`config.mk`:
```
export PLATFORM = sky130hd
export DESIGN_NAME = periph_router
export DESIGN_NICKNAME = d
export VERILOG_FILES = /design/src/logic/periph_pkg.sv /design/src/logic/periph_router.sv
export VERILOG_INCLUDE_DIRS = /design/src /design/src/logic
export SDC_FILE = /design/constraint.sdc
export NUM_CORES = 1
export LEC_CHECK = 0
export ABC_AREA = 1
export BUFFER_PORTS_ARGS = -buffer_cell sky130_fd_sc_hd__buf_2
export CAP_MARGIN = 20
export CORE_AREA = 2 2 198 200
export CTS_BUF_LIST = sky130_fd_sc_hd__clkbuf_16
export CTS_CLUSTER_DIAMETER = 200
export DETAILED_ROUTE_END_ITERATION = 10
export DIE_AREA = 0 0 200 202
export SKIP_LAST_GASP = 1
export SLEW_MARGIN = 20
export SYNTH_ARGS = -nofsm -noshare
export SYNTH_HDL_FRONTEND = slang
export SYNTH_SLANG_ARGS = --single-unit
```
`constraint.sdc`:
```
create_clock -name clk_i -period 1.68 [get_ports clk_i]
set_clock_uncertainty 0.15 [all_clocks]
set_input_delay 0.336 -clock clk_i [delete_from_list [all_inputs] [get_ports clk_i]]
set_output_delay 0.336 -clock clk_i [all_outputs]
set_load 0.05 [all_outputs]
```
`src/logic/periph_defs.svh`:
```
// Shared widths, address map and constants of the peripheral subsystem
// Included by the package and by every RTL file that needs a value from it

`ifndef PERIPH_DEFS_SVH
`define PERIPH_DEFS_SVH

// ----------------------------------------------------------------------
// Bus widths
// ----------------------------------------------------------------------
`define PERIPH_ADDR_W   32
`define PERIPH_DATA_W   64
`define PERIPH_BE_W     8                       // One enable per data byte

// ----------------------------------------------------------------------
// Address map, base and length of each decoded window
// ----------------------------------------------------------------------
`define BOOT_BASE       32'h0001_0000
`define BOOT_LEN        32'h0001_0000
`define GPIO_BASE       32'h4000_0000
`define GPIO_LEN        32'h0000_1000

// Boot RAM depth in 64-bit words, aliased within its window
`define BOOT_RAM_WORDS  1024

// Read data returned for unmapped addresses and unused registers
`define ERR_RDATA       64'h0000_0000_DEAD_BEEF

// LEDs and DIP switches share one width
`define LED_W           8

`endif

```
`src/logic/periph_pkg.sv`:
```
// Types shared by the peripheral subsystem and its testbench
// Bus request and response structs plus the decode and register enums

`include "periph_defs.svh"

package periph_pkg;

    // ------------------------------------------------------------------
    // Strobe bus, one request per cycle with valid high
    // ------------------------------------------------------------------
    typedef struct packed {
        logic                      valid;   // Request strobe
        logic                      we;      // Write when set
        logic [`PERIPH_ADDR_W-1:0] addr;    // Byte address
        logic [`PERIPH_BE_W-1:0]   be;      // Byte enables
        logic [`PERIPH_DATA_W-1:0] wdata;
    } bus_req_t;

    // Response, always one cycle after its request
    typedef struct packed {
        logic                      valid;
        logic                      err;     // Unmapped address
        logic [`PERIPH_DATA_W-1:0] rdata;
    } bus_rsp_t;

    // ------------------------------------------------------------------
    // Decode result of the router
    // ------------------------------------------------------------------
    typedef enum logic [1:0] {
        REGION_BOOT = 2'd0,
        REGION_GPIO = 2'd1,
        REGION_NONE = 2'd2
    } region_e;

    // GPIO register offsets, taken from address bits 5 to 3
    typedef enum logic [2:0] {
        GPIO_LED_DIP  = 3'd0,   // Write LEDs, read DIP switches
        GPIO_LED_READ = 3'd1    // Read back the LED register
    } gpio_reg_e;

endpackage

```
`src/logic/periph_router.sv`:
```
// Address router of the peripheral subsystem
// Matches each request against a base/mask table, steers it to one slave
// and builds the response one cycle later from that slave's read data.
// Addresses outside the table get err set and the filler read data.

`include "periph_defs.svh"

module periph_router
(
    input  logic                      clk_i,
    input  logic                      reset_i,

    input  periph_pkg::bus_req_t      req_i,
    output periph_pkg::bus_rsp_t      rsp_o,

    // Boot RAM
    output periph_pkg::bus_req_t      boot_req_o,
    input  logic [`PERIPH_DATA_W-1:0] boot_rdata_i,

    // GPIO registers
    output periph_pkg::bus_req_t      gpio_req_o,
    input  logic [`PERIPH_DATA_W-1:0] gpio_rdata_i
);

    // ------------------------------------------------------------------
    // Address map table, one entry per slave
    // ------------------------------------------------------------------
    localparam int NUM_SLAVES = 2;

    localparam logic [NUM_SLAVES-1:0][`PERIPH_ADDR_W-1:0] BASE =
    {
        `GPIO_BASE,
        `BOOT_BASE
    };

    localparam logic [NUM_SLAVES-1:0][`PERIPH_ADDR_W-1:0] MASK =
    {
        `GPIO_LEN - 32'd1,
        `BOOT_LEN - 32'd1
    };

    logic [NUM_SLAVES-1:0] hit;             // Per-entry match
    periph_pkg::region_e   region;          // Decode of current request
    periph_pkg::region_e   region_q;        // Decode of previous request
    logic                  valid_q;

    // Base compare with the offset bits masked off
    always_comb
    begin
        for (int i = 0; i < NUM_SLAVES; i++)
        begin
            hit[i] = (req_i.addr & ~MASK[i]) == BASE[i];
        end
    end

    always_comb
    begin
        if (hit[0])
        begin
            region = periph_pkg::REGION_BOOT;
        end
        else if (hit[1])
        begin
            region = periph_pkg::REGION_GPIO;
        end
        else
        begin
            region = periph_pkg::REGION_NONE;   // UART, SPI, HID and holes
        end
    end

    // ------------------------------------------------------------------
    // Request steering, valid only toward the selected slave
    // ------------------------------------------------------------------
    always_comb
    begin
        boot_req_o       = req_i;
        gpio_req_o       = req_i;
        boot_req_o.valid = req_i.valid && (region == periph_pkg::REGION_BOOT);
        gpio_req_o.valid = req_i.valid && (region == periph_pkg::REGION_GPIO);
    end

    // Remember where the request went for the response cycle
    always_ff @(posedge clk_i)
    begin
        if (reset_i)
        begin
            valid_q  <= 1'b0;
            region_q <= periph_pkg::REGION_NONE;
        end
        else
        begin
            valid_q  <= req_i.valid;
            region_q <= region;
        end
    end

    // ------------------------------------------------------------------
    // Response mux
    // ------------------------------------------------------------------
    always_comb
    begin
        rsp_o.valid = valid_q;
        rsp_o.err   = 1'b0;
        case (region_q)
            periph_pkg::REGION_BOOT: rsp_o.rdata = boot_rdata_i;
            periph_pkg::REGION_GPIO: rsp_o.rdata = gpio_rdata_i;
            default:
            begin
                rsp_o.rdata = `ERR_RDATA;       // Error response
                rsp_o.err   = 1'b1;
            end
        endcase
    end

endmodule

```
Word level (Yosys, flattened, before mapping)
Cells that the tools add are included.

Bits in registers: 3. Bits in latches: 0. Bits in writable memories: 0. Bits in read-only memories: 0. Bits of input ports: 236. Output and inout bits: 278. Logic and storage cells: 15. Memories: 0.

$add $sub $neg: 0. $mul: 0. Divide/modulo/power cells: 0. $lt $le $gt $ge: 0. Equal/unequal tests: 4. Shift-type cells: 0. Multiplexer cells: 4. Bitwise gates (word level): 0. Reductions and logical operators: 5.

Operators with widths (count): 64-bit case mux with 2 select lines (1); 20-bit by 19-bit == test with 1-bit output (second input constant) (1); 16-bit by 1-bit == test with 1-bit output (second input constant) (1); 2-bit by 1-bit == test with 1-bit output (second input constant) (2); 2-bit logical NOT (2); 2-bit 2-to-1 mux (2); 1-bit logical AND (2); 2-bit OR reduction (1); 1-bit 2-to-1 mux (1).

Logic depth before layout (Yosys ltp)
Depth after elaboration: 5. Mapped depth: 7. Gate-level depth less buffers: 7.

Worst setup path after synthesis
Ideal clock, no wire load.

Kind: input -> output. Start: in req_i[99] (netlist name). End: out gpio_req_o[105] (netlist name). Data arrival time: 1.368 ns. Required time: 1.194 ns. Slack: -0.174 ns. Stages: 5. Buffers on the path: 0. Cells stage by stage: nor2_1 > nand2_1 > nor2_1 > nand3_1 > nor2_1.

RTL lines: from (decl) (RTL line periph_router.sv:13) `input periph_pkg::bus_req_t req_i,`; to (decl) (RTL line periph_router.sv:21) `output periph_pkg::bus_req_t gpio_req_o,`.

==> results by group <==
Outcome
  – Failing checks: setup timing
  – Outcome: finished with violations

Power
  – P per Cell Area: 246 nW/um^2
  – Peak supply drop: 0.000333 V
  – Leak: 1.74 nW

Synth
  – Synth cell types: 12
  – Synthesized flop and latch total: 3
  – Ys Warns: 0
  – Syn Inst Count: 327
  – Synth top area share: 0.654
  – Sequential cell area fraction in the yosys report: 0.0248
  – Post-synthesis mux area share: 0
  – Synth area leaders: buf_4 (65%), a22o_1 (14%), o22a_1 (8.7%)
  – Synth area leader: buf_4
  – Syn nets: 563
  – Largest family of logic cells by synthesized area: buffers and inverters
  – Mapped Area: 2420 um^2
  – Synth Area in Simple Gates: 0.0522
  – Synth Area in Adders: 0
  – Syn avg cell area: 7.40 um^2
  – Post-Synth XOR/XNOR Area: 0
  – Synth Area in Compound Gates: 0.232

STA
  – Fmax: 0.535 GHz
  – Max-slew violations: 0
  – Period utilisation layout: 1.11
  – Final setup viols: 66
  – Hold slack: 0.156 ns
  – Final Critical Period: 1.87 ns
  – Hold Vio Cnt, Final: 0
  – Final setup TNS: -10.21 ns
  – Worst Tran Pin Value: 0.398 ns
  – RSZ-0062 raised after global routing: yes
  – Relative slew slack: 0.736
  – Setup ws final: -0.188 ns

Placement
  – Post-DP HPWL: 10,200 um
  – DP Cell Count: 899
  – GP Congestion: 0.655
  – Port buffer count: 258

Finish
  – Most frequent cells in the layout: buf_2 (190), buf_6 (63), a22o_1 (33)
  – Layout cell share with drive strength beyond 1: 0.813
  – Layout area overhead: 61.1%
  – Fill count: 4,412
  – Commonest non-fill, non-tap cell in the layout: buf_2
  – Post-Layout Cell Count: 925
  – Fin nets: 633
  – Fin util: 0.102

Flow run
  – MaxCap Viol Count: 0

Critical path
  – Cells along the critical path: nor2_4 > buf_12 > inv_12 > o22a_1 > buf_6
  – Delay-heaviest family, CP: buffers and inverters
  – Crit Path Max Fanout: 24
  – Crit path buf inv count: 3
  – Crit. End Element: output pin
  – CP peak stage delay: 0.35 ns
  – Critical path class: flip-flop to output pin
  – Startpoint class of the critical path: flip-flop
  – Worst EP arrival: 1.38 ns
  – Critical Path RT: 1.19 ns
  – Critical path's slowest cell: dfxtp_4

Drt
  – Router iterations before antenna repair: 4
  – Drt via density: 2.72
  – Detailed-route via count: 2,516
  – DRT Wirelength: 13,500 um
  – DRC: 0
  – Initial DRC Count: 45
  – Routed len/inst: 14.6 um
  – DRT antenna net count: 0

CTS
  – Worst-path clk slew: 0.04 ns
  – Inserted Clock Buffers: 3
  – Root Driver: clkbuf_16
  – CTS tree: built
  – CTS Hold Bufs: 0
  – H-Tree Depth: 1
  – CTS max path bufs: 2
  – Clock net sink count: 3

Global route
  – Number of antenna violations at the first check in global routing: 11
  – Maximum number of pins on one net before global-route repair: 25
  – All-Layer GR Usage: 0.0543
  – GRT overflow: 0
  – First-pass GRT wire length: 15,100 um
  – Vias in the first global route: 2,436

Floorplan
  – Horiz. Die Dim: 200 um
  – I/O Pins: 514
  – Die area: 40,400 um^2
  – Starting density of the core: 0.0632
  – Site row count: 72
  – Die height: 202 um
  – Core ar.: 38,300 um^2

Hold path
  – Hold WC Path Type: primary input to flip-flop
==> per-layer routing <==
metal | share of wire | GRT usage | up-vias
met1 | 0.31 | 0.0456 | 1068
met2 | 0.44 | 0.0877 | 353
met3 | 0.17 | 0.0387 | 56
li1 | - | - | 1039
met5 | 0 | 0 | -
met4 | 0.075 | 0.0423 | 0
==> cell usage after synthesis <==
cell / instances
nand2_1: 8
buf_2: 12
nor2_1: 17
buf_4: 211
nand3_1: 2
inv_2: 2
nor2_4: 2
a22o_1: 40
clkbuf_1: 1
inv_1: 5
dfxtp_1: 3
o22a_1: 24
==> repair_timing <==
item | 4_1_cts | 5_1_grt
pin swaps | 9 | 18
gates resized for setup | 164 | 20
cloned | 3 | 2
endpoints found under the hold margin | 0 | 0
endpoints found under the setup margin | 66 | 67
setup buffers | 11 | 3
==> area by class of cell <==
type                    instances  area (um^2)  share of cell area
repair buffers                289         2180               0.560
multi-input cells              93          847               0.217
well taps                     518          648               0.166
clock buffers                   3         75.1              0.0192
flip-flops and latches          3         65.1              0.0167
inverters                       7         51.3              0.0131
diodes                         11         27.5             0.00706
clock inverters                 1         3.75            0.000962
==> registers in the layout, indices dropped and copies added, names as in the netlist <==
register  cells
region_q      2
valid_q       1
==> cells by family (layout without fill, tap and decap cells) <==
group,count (synthesis),in the layout
simple gates,29,29
flops,3,3
buf+inv,231,300
compound gates,64,64
other cells,0,11
==> path summary, 6_finish.rpt <==
check,start,end,depth (start not counted)
worst max-delay path,region_q[1]$_SDFF_PP1_,rsp_o[31],5
worst min-delay path,reset_i,valid_q$_SDFF_PP0_,2
==> metrics by stage <==
step                setup WS, ns  instance area [um^2]  total power [W]
floorplan                 0.0148                  2430          0.00144
global placement          -0.299                  3030         0.000547
detailed placement        -0.278                  3030         0.000549
CTS                       -0.200                  3800         0.000968
global route              -0.240                  3900          0.00102
finish                    -0.188                  3900         0.000960
==> power breakdown <==
| group | internal [W] | leakage [nW] | total (W) | switching, W |
|---|---|---|---|---|
| registers | 0.0000713 | 0.0249 | 0.0000715 | 0.000000215 |
| logic | 0.000189 | 1.67 | 0.000503 | 0.000313 |
| clock network | 0.000308 | 0.0424 | 0.000386 | 0.0000778 |
Power figures use the tool's default switching activity.
