==> src/logic/periph_defs.svh <==
// Shared widths, address map and constants of the peripheral subsystem
// Included by the package and by every RTL file that needs a value from it

`ifndef PERIPH_DEFS_SVH
`define PERIPH_DEFS_SVH

// ----------------------------------------------------------------------
// Bus widths
// ----------------------------------------------------------------------
`define PERIPH_ADDR_W   32
`define PERIPH_DATA_W   64
`define PERIPH_BE_W     8                       // One enable per data byte

// ----------------------------------------------------------------------
// Address map, base and length of each decoded window
// ----------------------------------------------------------------------
`define BOOT_BASE       32'h0001_0000
`define BOOT_LEN        32'h0001_0000
`define GPIO_BASE       32'h4000_0000
`define GPIO_LEN        32'h0000_1000

// Boot RAM depth in 64-bit words, aliased within its window
`define BOOT_RAM_WORDS  1024

// Read data returned for unmapped addresses and unused registers
`define ERR_RDATA       64'h0000_0000_DEAD_BEEF

// LEDs and DIP switches share one width
`define LED_W           8

`endif

==> src/logic/periph_pkg.sv <==
// Types shared by the peripheral subsystem and its testbench
// Bus request and response structs plus the decode and register enums

`include "periph_defs.svh"

package periph_pkg;

    // ------------------------------------------------------------------
    // Strobe bus, one request per cycle with valid high
    // ------------------------------------------------------------------
    typedef struct packed {
        logic                      valid;   // Request strobe
        logic                      we;      // Write when set
        logic [`PERIPH_ADDR_W-1:0] addr;    // Byte address
        logic [`PERIPH_BE_W-1:0]   be;      // Byte enables
        logic [`PERIPH_DATA_W-1:0] wdata;
    } bus_req_t;

    // Response, always one cycle after its request
    typedef struct packed {
        logic                      valid;
        logic                      err;     // Unmapped address
        logic [`PERIPH_DATA_W-1:0] rdata;
    } bus_rsp_t;

    // ------------------------------------------------------------------
    // Decode result of the router
    // ------------------------------------------------------------------
    typedef enum logic [1:0] {
        REGION_BOOT = 2'd0,
        REGION_GPIO = 2'd1,
        REGION_NONE = 2'd2
    } region_e;

    // GPIO register offsets, taken from address bits 5 to 3
    typedef enum logic [2:0] {
        GPIO_LED_DIP  = 3'd0,   // Write LEDs, read DIP switches
        GPIO_LED_READ = 3'd1    // Read back the LED register
    } gpio_reg_e;

endpackage

==> src/logic/gpio_regs.sv <==
// GPIO register block
// Holds the LED register and returns the DIP switches or the LEDs
// through a registered read mux, one cycle after each request

`include "periph_defs.svh"

module gpio_regs
(
    input  logic                      clk_i,
    input  logic                      reset_i,
    input  periph_pkg::bus_req_t      req_i,
    input  logic [`LED_W-1:0]         dip_switches_i,
    output logic [`LED_W-1:0]         leds_o,
    output logic [`PERIPH_DATA_W-1:0] rdata_o
);

    periph_pkg::gpio_reg_e     offset;
    logic [`PERIPH_DATA_W-1:0] rdata_d;

    // Register offset from address bits 5 to 3
    assign offset = periph_pkg::gpio_reg_e'(req_i.addr[5:3]);

    // ------------------------------------------------------------------
    // LED register
    // ------------------------------------------------------------------
    always_ff @(posedge clk_i)
    begin
        if (reset_i)
        begin
            leds_o <= '0;
        end
        else if (req_i.valid && req_i.we && req_i.be[0]
                 && offset == periph_pkg::GPIO_LED_DIP)
        begin
            leds_o <= req_i.wdata[`LED_W-1:0];   // Low byte only
        end
    end

    // ------------------------------------------------------------------
    // Read mux
    // ------------------------------------------------------------------
    always_comb
    begin
        case (offset)
            periph_pkg::GPIO_LED_DIP:  rdata_d = {{(`PERIPH_DATA_W-`LED_W){1'b0}}, dip_switches_i};
            periph_pkg::GPIO_LED_READ: rdata_d = {{(`PERIPH_DATA_W-`LED_W){1'b0}}, leds_o};
            default:                   rdata_d = `ERR_RDATA;   // Unused offset
        endcase
    end

    // Sampled with the request, held until the next one
    always_ff @(posedge clk_i)
    begin
        if (req_i.valid)
        begin
            rdata_o <= rdata_d;
        end
    end

endmodule

==> config.mk <==
export PLATFORM = sky130hd
export DESIGN_NAME = gpio_regs
export DESIGN_NICKNAME = d
export VERILOG_FILES = /design/src/logic/periph_pkg.sv /design/src/logic/gpio_regs.sv
export VERILOG_INCLUDE_DIRS = /design/src /design/src/logic
export SDC_FILE = /design/constraint.sdc
export NUM_CORES = 1
export LEC_CHECK = 0
export BUFFER_PORTS_ARGS = -buffer_cell sky130_fd_sc_hd__buf_2
export CAP_MARGIN = 20
export CORE_AREA = 2 2 72 74
export DETAILED_ROUTE_END_ITERATION = 10
export DIE_AREA = 0 0 74 76
export GPL_TIMING_DRIVEN = 0
export PLACE_DENSITY = 0.72
export SYNTH_ARGS = -nofsm -noshare
export SYNTH_HDL_FRONTEND = slang
export SYNTH_SLANG_ARGS = --single-unit
==> constraint.sdc <==
create_clock -name clk_i -period 1.9 [get_ports clk_i]
set_input_delay 0.095 -clock clk_i [delete_from_list [all_inputs] [get_ports clk_i]]
set_output_delay 0.095 -clock clk_i [all_outputs]
set_load 0.005 [all_outputs]
# Yosys cells after proc, flatten, opt, wreduce, memory -nomap -nowiden

Cells that the tools add are included.
Widths: inputs -> output; s select.

Register bits after elaboration: 72
Input port bits: 116
Logic and storage cells: 8

Equality and inequality tests: 1
Multiplexer cells: 1
Reductions and logical operators: 4

Operator list:

| cell               | number |
|---|---|
| $pmux 32 s2        | 1 |
| $eq 3x1->1 const B | 1 |
| $logic_and 1x1->1  | 3 |
| $logic_not 3->1    | 1 |

# Depth between registers and ports, before layout

Gate-level depths: netlist of run 1.

Depth in word-level cells: 3
Gate-level depth with buffers: 4
Mapped depth without buffers: 3

# Least setup slack after synthesis of run 1

No wires, ideal clock.

Path kind: input-to-reg
Start point: input req_i[75] (netlist bit)
End point: register leds_o[0]
Library setup time: 0.072 ns
Arrival: 0.948 ns
Required time: 1.828 ns
Slack: 0.880 ns
Stages: 4
Buffers on the path: 1
Cell sequence: buf_6 > nand4b_4 > nor3_4 > mux2i_1

Word-level cells in the longest chain between the ends: 2

RTL lines:

| item                 | line            | text |
|---|---|---|
| start, declared      | gpio_regs.sv:11 | `input periph_pkg::bus_req_t req_i,` |
| $logic_not 3->1      | gpio_regs.sv:33 | `&& offset == periph_pkg::GPIO_LED_DIP)` |
| $logic_and 1x1->1    | gpio_regs.sv:33 |  |
| end signal, assigned | gpio_regs.sv:35 | `` leds_o <= req_i.wdata[`LED_W-1:0]; `` |
| end, declared        | gpio_regs.sv:13 | `` output logic [`LED_W-1:0] leds_o, `` |

No other way between the ends.
A chain may end at the register's enable or synchronous reset.

==> impl_results.md, run 1 <==
- Outcome: completed
- Finished Cell Area: approximately 0.0018 mm²
- Initial Util: between 20% and 30%
- FP Rows: 26
- CP Cell Sequence: buf_4, buf_2
- Critical R2R Launch: leds_o[1]
- Skew-Pair Late Insertion Delay: roughly 250 ps
- Worst-path maximum fanout: 17
- First-pass GRT wire length: roughly 3400 µm
- Worst relative slew slack: 64.4%
- CTS buffer count: 3
- Reg2Reg Setup Slack: between 1000 and 1500 ps
- Grt total ovfl: 0
- Placed insts: 282
- Port Buffers: 55
- Slowest cell on the critical path: edfxtp_1
- Nets: around 330
- Routed length on met1: ~1000 µm
- CTS sink cnt: 17
- Io pins: about 190
- Initial antenna violation count: 0
- CTS tree: done
- Horiz. Die Dim: about 74 µm
- Met3 WL: about 260 µm
- H-tree depth: 1
- Iter 0 DRT Violations: 14
- Slowest stage delay, CP: between 600 and 700 ps
- Largest net degree at the start of global routing: 18
- Crit path time final: 1310 ps
- Initial DRT Pass Iterations: 2
- Skew final: slightly above 0.6 ps
- Worst Setup SP: rdata_o[30]
- GRT Util Overall: 7.56%
- Worst vdd ir: roughly 0.28 mV
- Drt wl/cell: between 7 and 8 µm
- Cells after Synth: around 120
- Vias per Instance: about 3.1
- Worst r2r path cells: 2
- Seq cells post-synth: 17
- Pwr per Cell Area: 512 mW/mm²
- Post-synth cell types: 16
- Post-CTS Hold Fix Bufs: 0
- Fin cells: about 290
- Fin. max-slew vios: 0
- Dpl ws: between 600 and 700 ps
- Setup TNS: 0 ps
- Setup Fix Bufs, Post-CTS: 0
- Crit path DAT: between 1000 and 1500 ps
- Root buffer cell: clkbuf_8
- Commonest cells after routing, fill and taps aside: buf_4 (55), buf_2 (55), conb_1 (39)
- ANT nets after route: 0
- Dpl cell area: roughly 0.0017 mm²
- Lkg Pwr: 0.973 nW
- Ant. Diodes: 0
- Crit start category: flip-flop
- Worst slew pin tran: ~530 ps
- Global placement routability congestion: between 0.6 and 0.7
- WS Path Type: flip-flop to primary output
- FF-to-FF End: rdata_o[1]
- Cell area after synthesis: around 0.0012 mm²
- Via Count: around 900
- Post-synthesis sequential area ratio: 34.9%
- Final Hold Fails: 0
- RSZ-0062 raised after global routing: no
- Post-CTS resize count: 0
- Final Setup Violations: 0
- Syn Area/Cell: ~10 µm²
- Worst EP required: 1800 ps
- Max Used Layer: met4
- Max cap viols: 0
- Util after Layout: between 30 and 40%
- Area growth syn-to-layout: 44.7%
- CP endpoint kind: primary output
- Worst setup margin: 594 ps
- CORE AREA: 0.00491 mm²
- Vias in the first global route: roughly 700
- Final wirelength: about 2200 µm
- Synth warn: 0
- Fmax: approximately 770 MHz
- Crit path to: rdata_o[11]
- Final Cycle Share: between 60 and 70%
- Clk slew on worst S/H paths: roughly 60 ps
- Worst hold path class: primary input to flip-flop
- Die area: 0.00562 mm²
- Share of layout cells above drive strength 1: 59.3%
- Drt drc: 0
- Clk buf depth: 2
- Die Height: roughly 76 µm
- DR WL met2: roughly 950 µm
per-layer routing:
layer | global-route usage (%) | vias to the layer above
li1 | - | 484
met4 | 2.73 | 0
met1 | 9.59 | 340
met5 | 0 | -
met2 | 12.4 | 69
met3 | 1.59 | 3
critical path: cells and delay by family, from the launching register on:
family	cells	cell delay, ps
buffers and inverters	2	290
DFF	1	670
per-stage QoR:
| step | hold slack, ps | total power, W |
|---|---|---|
| final | 96.9 | 0.000913 |
| after global routing | 116 | 0.000965 |
| after CTS | 97.7 | 0.000920 |
| after detailed placement | 362 | 0.000655 |
| after global placement | 359 | 0.000653 |
| after floorplan | 207 | 0.000576 |
synth_stat cells:
cell | number | area (µm²)
edfxtp_1 | 9 | 270
conb_1 | 1 | 3.75
nand2b_2 | 5 | 43.8
buf_4 | 55 | 413
nor2_1 | 2 | 7.51
nand4b_4 | 1 | 23.8
buf_6 | 1 | 11.3
inv_2 | 1 | 3.75
nand2b_1 | 1 | 6.26
nand2_1 | 7 | 26.3
or2b_2 | 5 | 43.8
clkbuf_2 | 1 | 5.00
mux2i_1 | 16 | 160
nor3_4 | 1 | 16.3
or2b_1 | 5 | 37.5
dfxtp_1 | 8 | 160
worst min path at each step:
stage / from / slack (ps) / endpoint / cells after the start
final: req_i[6] / 100 / leds_o[6] / 3
after global routing: req_i[2] / 120 / leds_o[2] / 3
after CTS: req_i[6] / 100 / leds_o[6] / 3
after detailed placement: req_i[6] / 360 / leds_o[6] / 3
after global placement: req_i[6] / 360 / leds_o[6] / 3
after floorplan: req_i[105] / 210 / rdata_o[0] / 0
report_power, final:
part           internal (W)  switching [W]
Sequential         0.000404      0.0000107
Combinational      0.000146      0.0000862
Clock              0.000149       0.000118
Total              0.000698       0.000215
area by class of cell:
cell class	count	area [µm²]
timing repair buffer	55	275
buffer	57	429
sequential	17	430
clock buffer	4	45.0
inverter	1	3.75
multi-input combinational	82	512
fill	506	3130
tap	70	87.6
logic make-up after synthesis:
group                  count (synthesis)  synth area share (%)
flip-flops                            17                  34.9
AND/OR/NAND/NOR                       27                  16.7
buffers and inverters                 58                  35.1
other                                  1                 0.304
multiplexers                          16                  13.0
sequential cells by signal, indices dropped and copies added, names as in the netlist:
register  flops
leds_o        8
rdata_o       9
(Power assumes the default switching activity.)
==> run 2, diff against run 1 <==
--- a/config.mk
+++ b/config.mk
@@ -6,13 +6,14 @@
 export SDC_FILE = /design/constraint.sdc
 export NUM_CORES = 1
 export LEC_CHECK = 0
+export ABC_AREA = 1
 export BUFFER_PORTS_ARGS = -buffer_cell sky130_fd_sc_hd__buf_2
 export CAP_MARGIN = 20
 export CORE_AREA = 2 2 72 74
 export DETAILED_ROUTE_END_ITERATION = 10
 export DIE_AREA = 0 0 74 76
 export GPL_TIMING_DRIVEN = 0
-export PLACE_DENSITY = 0.72
+export PLACE_DENSITY = 0.71
 export SYNTH_ARGS = -nofsm -noshare
 export SYNTH_HDL_FRONTEND = slang
 export SYNTH_SLANG_ARGS = --single-unit
==> constraint.sdc (replaced) <==
create_clock -name clk_i -period 1.25 [get_ports clk_i]
set_input_delay 0.0625 -clock clk_i [delete_from_list [all_inputs] [get_ports clk_i]]
set_output_delay 0.0625 -clock clk_i [all_outputs]
set_load 0.005 [all_outputs]
==> run 2 against run 1 <==
Compared with the run above: area after synthesis fell by 4.3%; critical path type unchanged; flip-flop and latch count is the same; non-clock buffer count unchanged; worst setup slack got worse by 460 ps; via count up 10%; die area unchanged; combinational power is 63% higher; global-route usage decreased by 0.10 points; synthesized cell count rose by 19%; highest routed layer is now met3; worst hold slack improved by 6.2 ps; total power up 52%; critical path depth is 1 higher.
==> impl_results.md, run 2 <==
- Largest register FFs: 9 (unchanged)
- FP Rows: 26 (unchanged)
- Via Count: 989 (was 896)
- Seq cells post-synth: 17 (unchanged)
- Root buffer cell: clkbuf_8 (unchanged)
- Fin. max-slew vios: 0 (unchanged)
- Crit path time final: 1120 ps
- Fin cells: 311 (was 286)
- Clk slew on worst S/H paths: 60 ps (about the same)
- Port Buffers: 56 (was 55)
- H-tree depth: 1 (unchanged)
- Commonest cells after routing, fill and taps aside: buf_2 (56), buf_4 (55), conb_1 (39) (was buf_4 (55), buf_2 (55), conb_1 (39))
- Worst setup margin: 129 ps (was 594 ps)
- Cells after Synth: 142 (was 119)
- Overall Power: 0.00139 W (was 0.000913 W)
- Final Setup Violations: 0 (unchanged)
- Skew-Pair Late Insertion Delay: 240 ps (was 250 ps)
- Drt drc: 0 (unchanged)
- Cell area after synthesis: 0.00118 mm² (was 0.00123 mm²)
- CORE AREA: 0.00491 mm² (unchanged)
- Initial DRT Pass Iterations: 4 (was 2)
- CTS tree: done (unchanged)
- Vias in the first global route: 769 (was 711)
- Iter 0 DRT Violations: 10 (was 14)
- Synth top cells by count: buf_4 (55), inv_1 (16), nor2_1 (16), nand2_1 (11) (was buf_4 (55), mux2i_1 (16), edfxtp_1 (9), dfxtp_1 (8), nand2_1 (7))
- CP endpoint kind: primary output (unchanged)
- Worst hold path class: primary input to flip-flop (unchanged)
- Post-synth top area share: 35.0% (was 33.5%)
- Final Cycle Share: around nine tenths
- Post-synth EDFFs: 9 (unchanged)
- WS Path Type: flip-flop to primary output (unchanged)
- Final wirelength: 2280 µm (was 2210 µm)
- Post-synth cell types: 15 (was 16)
- Syn Area/Cell: 8.31 µm² (was 10.4 µm²)
- Top Usage Layer GRT: met2 (unchanged)
- WHS: 103 ps (was 96.9 ps)
- Initial Util: 24.0% (was 25.1%)
- Initial antenna violation count: 0 (unchanged)
- Ys async rst share: 0% (unchanged)
- Biggest regs: rdata_o x9, leds_o x8 (unchanged)
- Yosys top cell by area: buf_4 (unchanged)
- Outcome: completed (unchanged)
- Fill cells: 513 (was 506)
- Worst EP required: 1190 ps (was 1800 ps)
- Dpl ws: 171 ps (was 654 ps)
- Area growth syn-to-layout: 48.8% (was 44.7%)
- Synth warn: 0 (unchanged)
- First-pass GRT wire length: 3360 µm (was 3350 µm)
- Largest net degree at the start of global routing: 18 (unchanged)
- Io pins: 188 (unchanged)
- Skew final: 0.558 ps (was 0.613 ps)
- Post-CTS resize count: 0 (unchanged)
- Clk buf depth: 2 (unchanged)
- CTS buffer count: 3 (unchanged)
- Setup TNS: 0 ps (unchanged)
- Nets: 358 (was 333)
- Max cap viols: 0 (unchanged)
- Top-count cell post-synth: buf_4 (unchanged)
- Worst vdd ir: 0.363 mV (was 0.275 mV)
- Grt total ovfl: 0 (unchanged)
- GRT Util Overall: 7.46% (was 7.56%)
- Largest reg by FF count: rdata_o (unchanged)
- RSZ-0062 raised after global routing: no (unchanged)
- Vias per Instance: 3.18 (was 3.13)
- Die area: 0.00562 mm² (unchanged)
- Met2 Track Usage GR: 13.5% (was 12.4%)
- ANT nets after route: 0 (unchanged)
- Commonest non-fill, non-tap cell in the layout: buf_2
- Fmax: around 890 MHz
- DP Wirelength: ~2000 µm
- Crit path DAT: 1060 ps (was 1210 ps)
- Final Hold Fails: 0 (unchanged)
- GR Layer Usage met1: 8.79% (was 9.59%)
- Ant. Diodes: 0 (unchanged)
- Placed insts: 306 (was 282)
- Post-synthesis sequential area ratio: 36.5% (was 34.9%)
- Top post-synthesis cells by area: buf_4 (35%), edfxtp_1 (23%), dfxtp_1 (14%) (was buf_4 (34%), edfxtp_1 (22%), dfxtp_1 (13%))
- Worst-path maximum fanout: 17 (unchanged)
- Horiz. Die Dim: 74 µm (unchanged)
- Met3 Usage GRT: 1.19% (was 1.59%)
- Die Height: 76 µm (unchanged)
- Lkg Pwr: 1.02 nW (was 0.973 nW)
- Synth Flop Type: edfxtp_1 (unchanged)
- Crit start category: flip-flop (unchanged)
- CTS sink cnt: 17 (unchanged)
- Drt wl/cell: 7.34 µm (was 7.73 µm)
- Global placement routability congestion: 0.734 (was 0.626)
- Pwr per Cell Area: 791 mW/mm² (was 512 mW/mm²)
- Share of layout cells above drive strength 1: 51.5% (was 59.3%)
[run 2: logic make-up (layout without fill, tap and decap cells)]
family	after synthesis	in the layout	share of synthesized area, %
and+or+nand+nor	40	40	17.4
buffers and inverters	76	137	41.7
AOI/OAI and AO/OA	8	8	4.14
other	1	39	0.318
DFF	17	17	36.5
[run 2: what timing repair did]
| action | in CTS | in global routing |
|---|---|---|
| buffers inserted | 1 | 0 |
| hold buffers | 0 | 0 |
| endpoints found under the setup margin | 16 | 0 |
[run 2: layout make-up]
cell class | instances | area (µm²) | share of cell area [%]
flip-flops and latches | 17 | 430 | 24.5
plain buffers | 55 | 413 | 23.5
multi-input cells | 87 | 400 | 22.8
repair buffers | 57 | 300 | 17.1
well taps | 70 | 87.6 | 4.99
inverters | 21 | 78.8 | 4.49
clock buffers | 4 | 45.0 | 2.57
[run 2: where the power goes]
part | total [W] | leakage (nW) | internal (W) | switching (W)
logic | 0.000378 | 0.841 | 0.000220 | 0.000157
registers | 0.000625 | 0.155 | 0.000617 | 0.00000798
clock network | 0.000385 | 0.0228 | 0.000225 | 0.000160
[run 2: stage by stage]
step                      instance area (µm²)  utilization, %
after floorplan                          1320               -
after global placement                   1690            34.4
after detailed placement                 1690            34.4
after CTS                                1760            35.7
after global routing                     1760            35.7
final                                    1760            35.7
[run 2: per-layer routing]
metal	wire length, µm	vias up
met5	0	-
met4	0	0
met3	204	0
met2	1080	58
met1	1000	382
li1	-	549
[run 2: critical path, cell delays in order (launching register included)]
cell	delay, ps
edfxtp_1	410
buf_12	170
buf_4	120
buf_2	110
[run 2: worst paths after layout]
check         startpoint          end  slack, ps  cells past startpoint
max          rdata_o[30]  rdata_o[11]        130                      3
min              reset_i    leds_o[0]        100                      4
max reg2reg    leds_o[5]   rdata_o[5]        450                      2
min reg2reg    leds_o[7]    leds_o[7]        500                      2
==> run 3, diff against run 2 <==
--- a/config.mk
+++ b/config.mk
@@ -9,11 +9,13 @@
 export ABC_AREA = 1
 export BUFFER_PORTS_ARGS = -buffer_cell sky130_fd_sc_hd__buf_2
 export CAP_MARGIN = 20
-export CORE_AREA = 2 2 72 74
+export CELL_PAD_IN_SITES_DETAIL_PLACEMENT = 1
+export CELL_PAD_IN_SITES_GLOBAL_PLACEMENT = 2
+export CORE_ASPECT_RATIO = 0.75
+export CORE_UTILIZATION = 12
 export DETAILED_ROUTE_END_ITERATION = 10
-export DIE_AREA = 0 0 74 76
 export GPL_TIMING_DRIVEN = 0
-export PLACE_DENSITY = 0.71
+export PLACE_DENSITY_LB_ADDON = 0.1
 export SYNTH_ARGS = -nofsm -noshare
 export SYNTH_HDL_FRONTEND = slang
 export SYNTH_SLANG_ARGS = --single-unit
==> run 3 against run 2 <==
Compared with the run above: worst setup slack got worse by 14 ps; sequential power about the same; die area increased by 82%; via count increased by 3.8%; sequential share of layout area decreased by 1.4 points; design area increased by 6.1%; global-route usage decreased by 1.1 points; total power increased by 20%; count of clock-buffer cells in the layout decreased by 1; register-to-register slack about the same; clock skew increased by 1.0 ps; flip-flop and latch count unchanged; largest cell class unchanged; highest routed layer is now met4.
==> impl_results.md, run 3 (same netlist as run 2, synthesis figures left out) <==
- Clock power frac: 39.5% (was 27.7%)
- Initial DRT Pass Iterations: 2 (was 4)
- Worst vdd ir: 0.626 mV (was 0.363 mV)
- Horiz. Die Dim: 117 µm (was 74 µm)
- Io pins: 188 (unchanged)
- Final Setup Violations: 0 (unchanged)
- Crit path DAT: 1070 ps (was 1060 ps)
- Crit path time final: 1140 ps (was 1120 ps)
- Nets: 358 (unchanged)
- CTS tree: done (unchanged)
- Port Buffers: 56 (unchanged)
- Critical R2R Launch: leds_o[7] (was leds_o[5])
- FF-to-FF End: rdata_o[7] (was rdata_o[5])
- Global placement routability congestion: 0.668 (was 0.734)
- Final Hold Fails: 0 (unchanged)
- Multi-input gate area: 400 µm² (unchanged)
- Final Cycle Share: 90.8% (was 89.7%)
- Die area: 0.0102 mm² (was 0.00562 mm²)
- Largest register FFs: 9 (unchanged)
- ANT nets after route: 0 (unchanged)
- Met3 WL: 298 µm (was 204 µm)
- DP Wirelength: 2830 µm (was 2020 µm)
- H-tree depth: 1 (unchanged)
- Lkg Pwr: 1.04 nW (was 1.02 nW)
- Min-delay src: dip_switches_i[5] (was reset_i)
- Psw: 0.000404 W (was 0.000325 W)
- Share of layout cells above drive strength 1: 51.9% (was 51.5%)
- Commonest cells after routing, fill and taps aside: buf_2 (56), buf_4 (55), conb_1 (39) (unchanged)
- Final wirelength: 3280 µm (was 2280 µm)
- Pwr per Cell Area: 897 mW/mm² (was 791 mW/mm²)
- Placed insts: 364 (was 306)
- Worst EP required: 1190 ps (about the same)
- Root buffer cell: clkbuf_16 (was clkbuf_8)
- CTS buffer count: 3 (unchanged)
- Max cap viols: 0 (unchanged)
- Grt total ovfl: 0 (unchanged)
- Ant. Diodes: 0 (unchanged)
- Largest net degree at the start of global routing: 18 (unchanged)
- WS Path Type: flip-flop to primary output (unchanged)
- Area growth syn-to-layout: 57.9% (was 48.8%)
- RSZ-0062 raised after global routing: no (unchanged)
- Iter 0 DRT Violations: 8 (was 10)
- Skew-Pair Late Insertion Delay: 250 ps (was 240 ps)
- Vias per Instance: 2.78 (was 3.18)
- Worst hold path class: primary input to flip-flop (unchanged)
- Initial antenna violation count: 0 (unchanged)
- CTS sink cnt: 17 (unchanged)
- CORE AREA: 0.00931 mm² (was 0.00491 mm²)
- Skew final: 1.61 ps (was 0.558 ps)
- Largest reg by FF count: rdata_o (unchanged)
- Fin cells: 369 (was 311)
- DR WL met2: 1400 µm (was 1080 µm)
- Logic pwr share: 23.0% (was 27.2%)
- Setup TNS: 0 ps (unchanged)
- Vias in the first global route: 957 (was 769)
- First-pass GRT wire length: 4890 µm (was 3360 µm)
- Clk buf depth: 2 (unchanged)
- Commonest non-fill, non-tap cell in the layout: buf_2 (unchanged)
- Routed length on met1: 1570 µm (was 1000 µm)
- Post-CTS resize count: 0 (unchanged)
- Initial Util: 12.7% (was 24.0%)
- Clk slew on worst S/H paths: 60 ps (about the same)
- CP endpoint kind: primary output (unchanged)
- FP Rows: 30 (was 26)
- Power Internal: 0.00127 W (was 0.00106 W)
- Outcome: completed (unchanged)
- Biggest regs: rdata_o x9, leds_o x8 (unchanged)
- Fin. max-slew vios: 0 (unchanged)
- Via Count: 1,027 (was 989)
- GRT Util Overall: 6.39% (was 7.46%)
- Hold Path Cell Cnt: 3 (was 4)
- Drt wl/cell: 8.88 µm (was 7.34 µm)
- Worst r2r path cells: 2 (unchanged)
- Reg2Reg Setup Slack: 440 ps (was 450 ps)
- Drt drc: 0 (unchanged)
- WHS Endpoint: rdata_o[5] (was leds_o[0])
- Die Height: 87.9 µm (was 76 µm)
- Fmax: 881 MHz (was 892 MHz)
- Crit start category: flip-flop (unchanged)
- Max Used Layer: met4 (was met3)
- Area occupied by registers: 430 µm² (unchanged)
- Reg power frac: 37.5% (was 45.0%)
- Post-CTS Hold Fix Bufs: 0 (unchanged)
- Switch share: 24.2% (was 23.4%)
- Setup Fix Bufs, Post-CTS: 1 (unchanged)
- Worst-path maximum fanout: 17 (unchanged)
- Fill cells: 1,166 (was 513)
## run 3: cell types whose count changed in the layout (fill, tap and decap cells not counted)
cell,before,now
clkbuf_1,1,0
clkinv_2,0,1
clkbuf_16,0,3
clkbuf_8,3,0
## run 3: worst max path at each step
| stage | startpoint | to | depth (start not counted) |
|---|---|---|---|
| global route | rdata_o[30] | rdata_o[26] | 3 |
| detailed placement | req_i[105] | leds_o[0] | 6 |
| global placement | req_i[105] | leds_o[7] | 6 |
| finish | rdata_o[30] | rdata_o[11] | 3 |
| floorplan | rdata_o[30] | rdata_o[10] | 1 |
| CTS | rdata_o[30] | rdata_o[21] | 3 |
## run 3: final cells by class
class	instances	area share, %
clock buffers	3	4.03
repair buffers	57	16.1
inverters	21	4.23
well taps	128	8.60
flip-flops and latches	17	23.1
clock inverters	1	0.269
multi-input cells	87	21.5
plain buffers	55	22.2
## run 3: power groups by stage
stage	Sequential, W	Clock [W]	Combinational [W]
after detailed placement	0.000649	0	0.000366
after CTS	0.000627	0.000679	0.000387
final	0.000626	0.000659	0.000385
after global routing	0.000629	0.000705	0.000434
after floorplan	0.000649	0	0.000232
after global placement	0.000649	0	0.000369
## run 3: per-layer routing
layer | track usage, % | vias up
li1 | - | 548
met1 | 7.89 | 425
met2 | 10.9 | 52
met3 | 2.42 | 2
met4 | 0.699 | 0
met5 | 0 | -
## run 3: critical path, cell delays in order (launching register included)
cell	delay, ps
edfxtp_1	410
buf_12	170
buf_4	120
buf_2	120
## run 3: per-stage QoR
step,setup slack (ps),area (µm²),util (%),hold slack (ps),total power (W)
finish,115,1860,20.0,105,0.00167
global route,63.3,1860,20.0,118,0.00177
CTS,111,1860,20.0,102,0.00169
detailed placement,58.0,1760,18.9,361,0.00102
global placement,58.8,1760,18.9,357,0.00102
floorplan,429,1320,-,175,0.000881
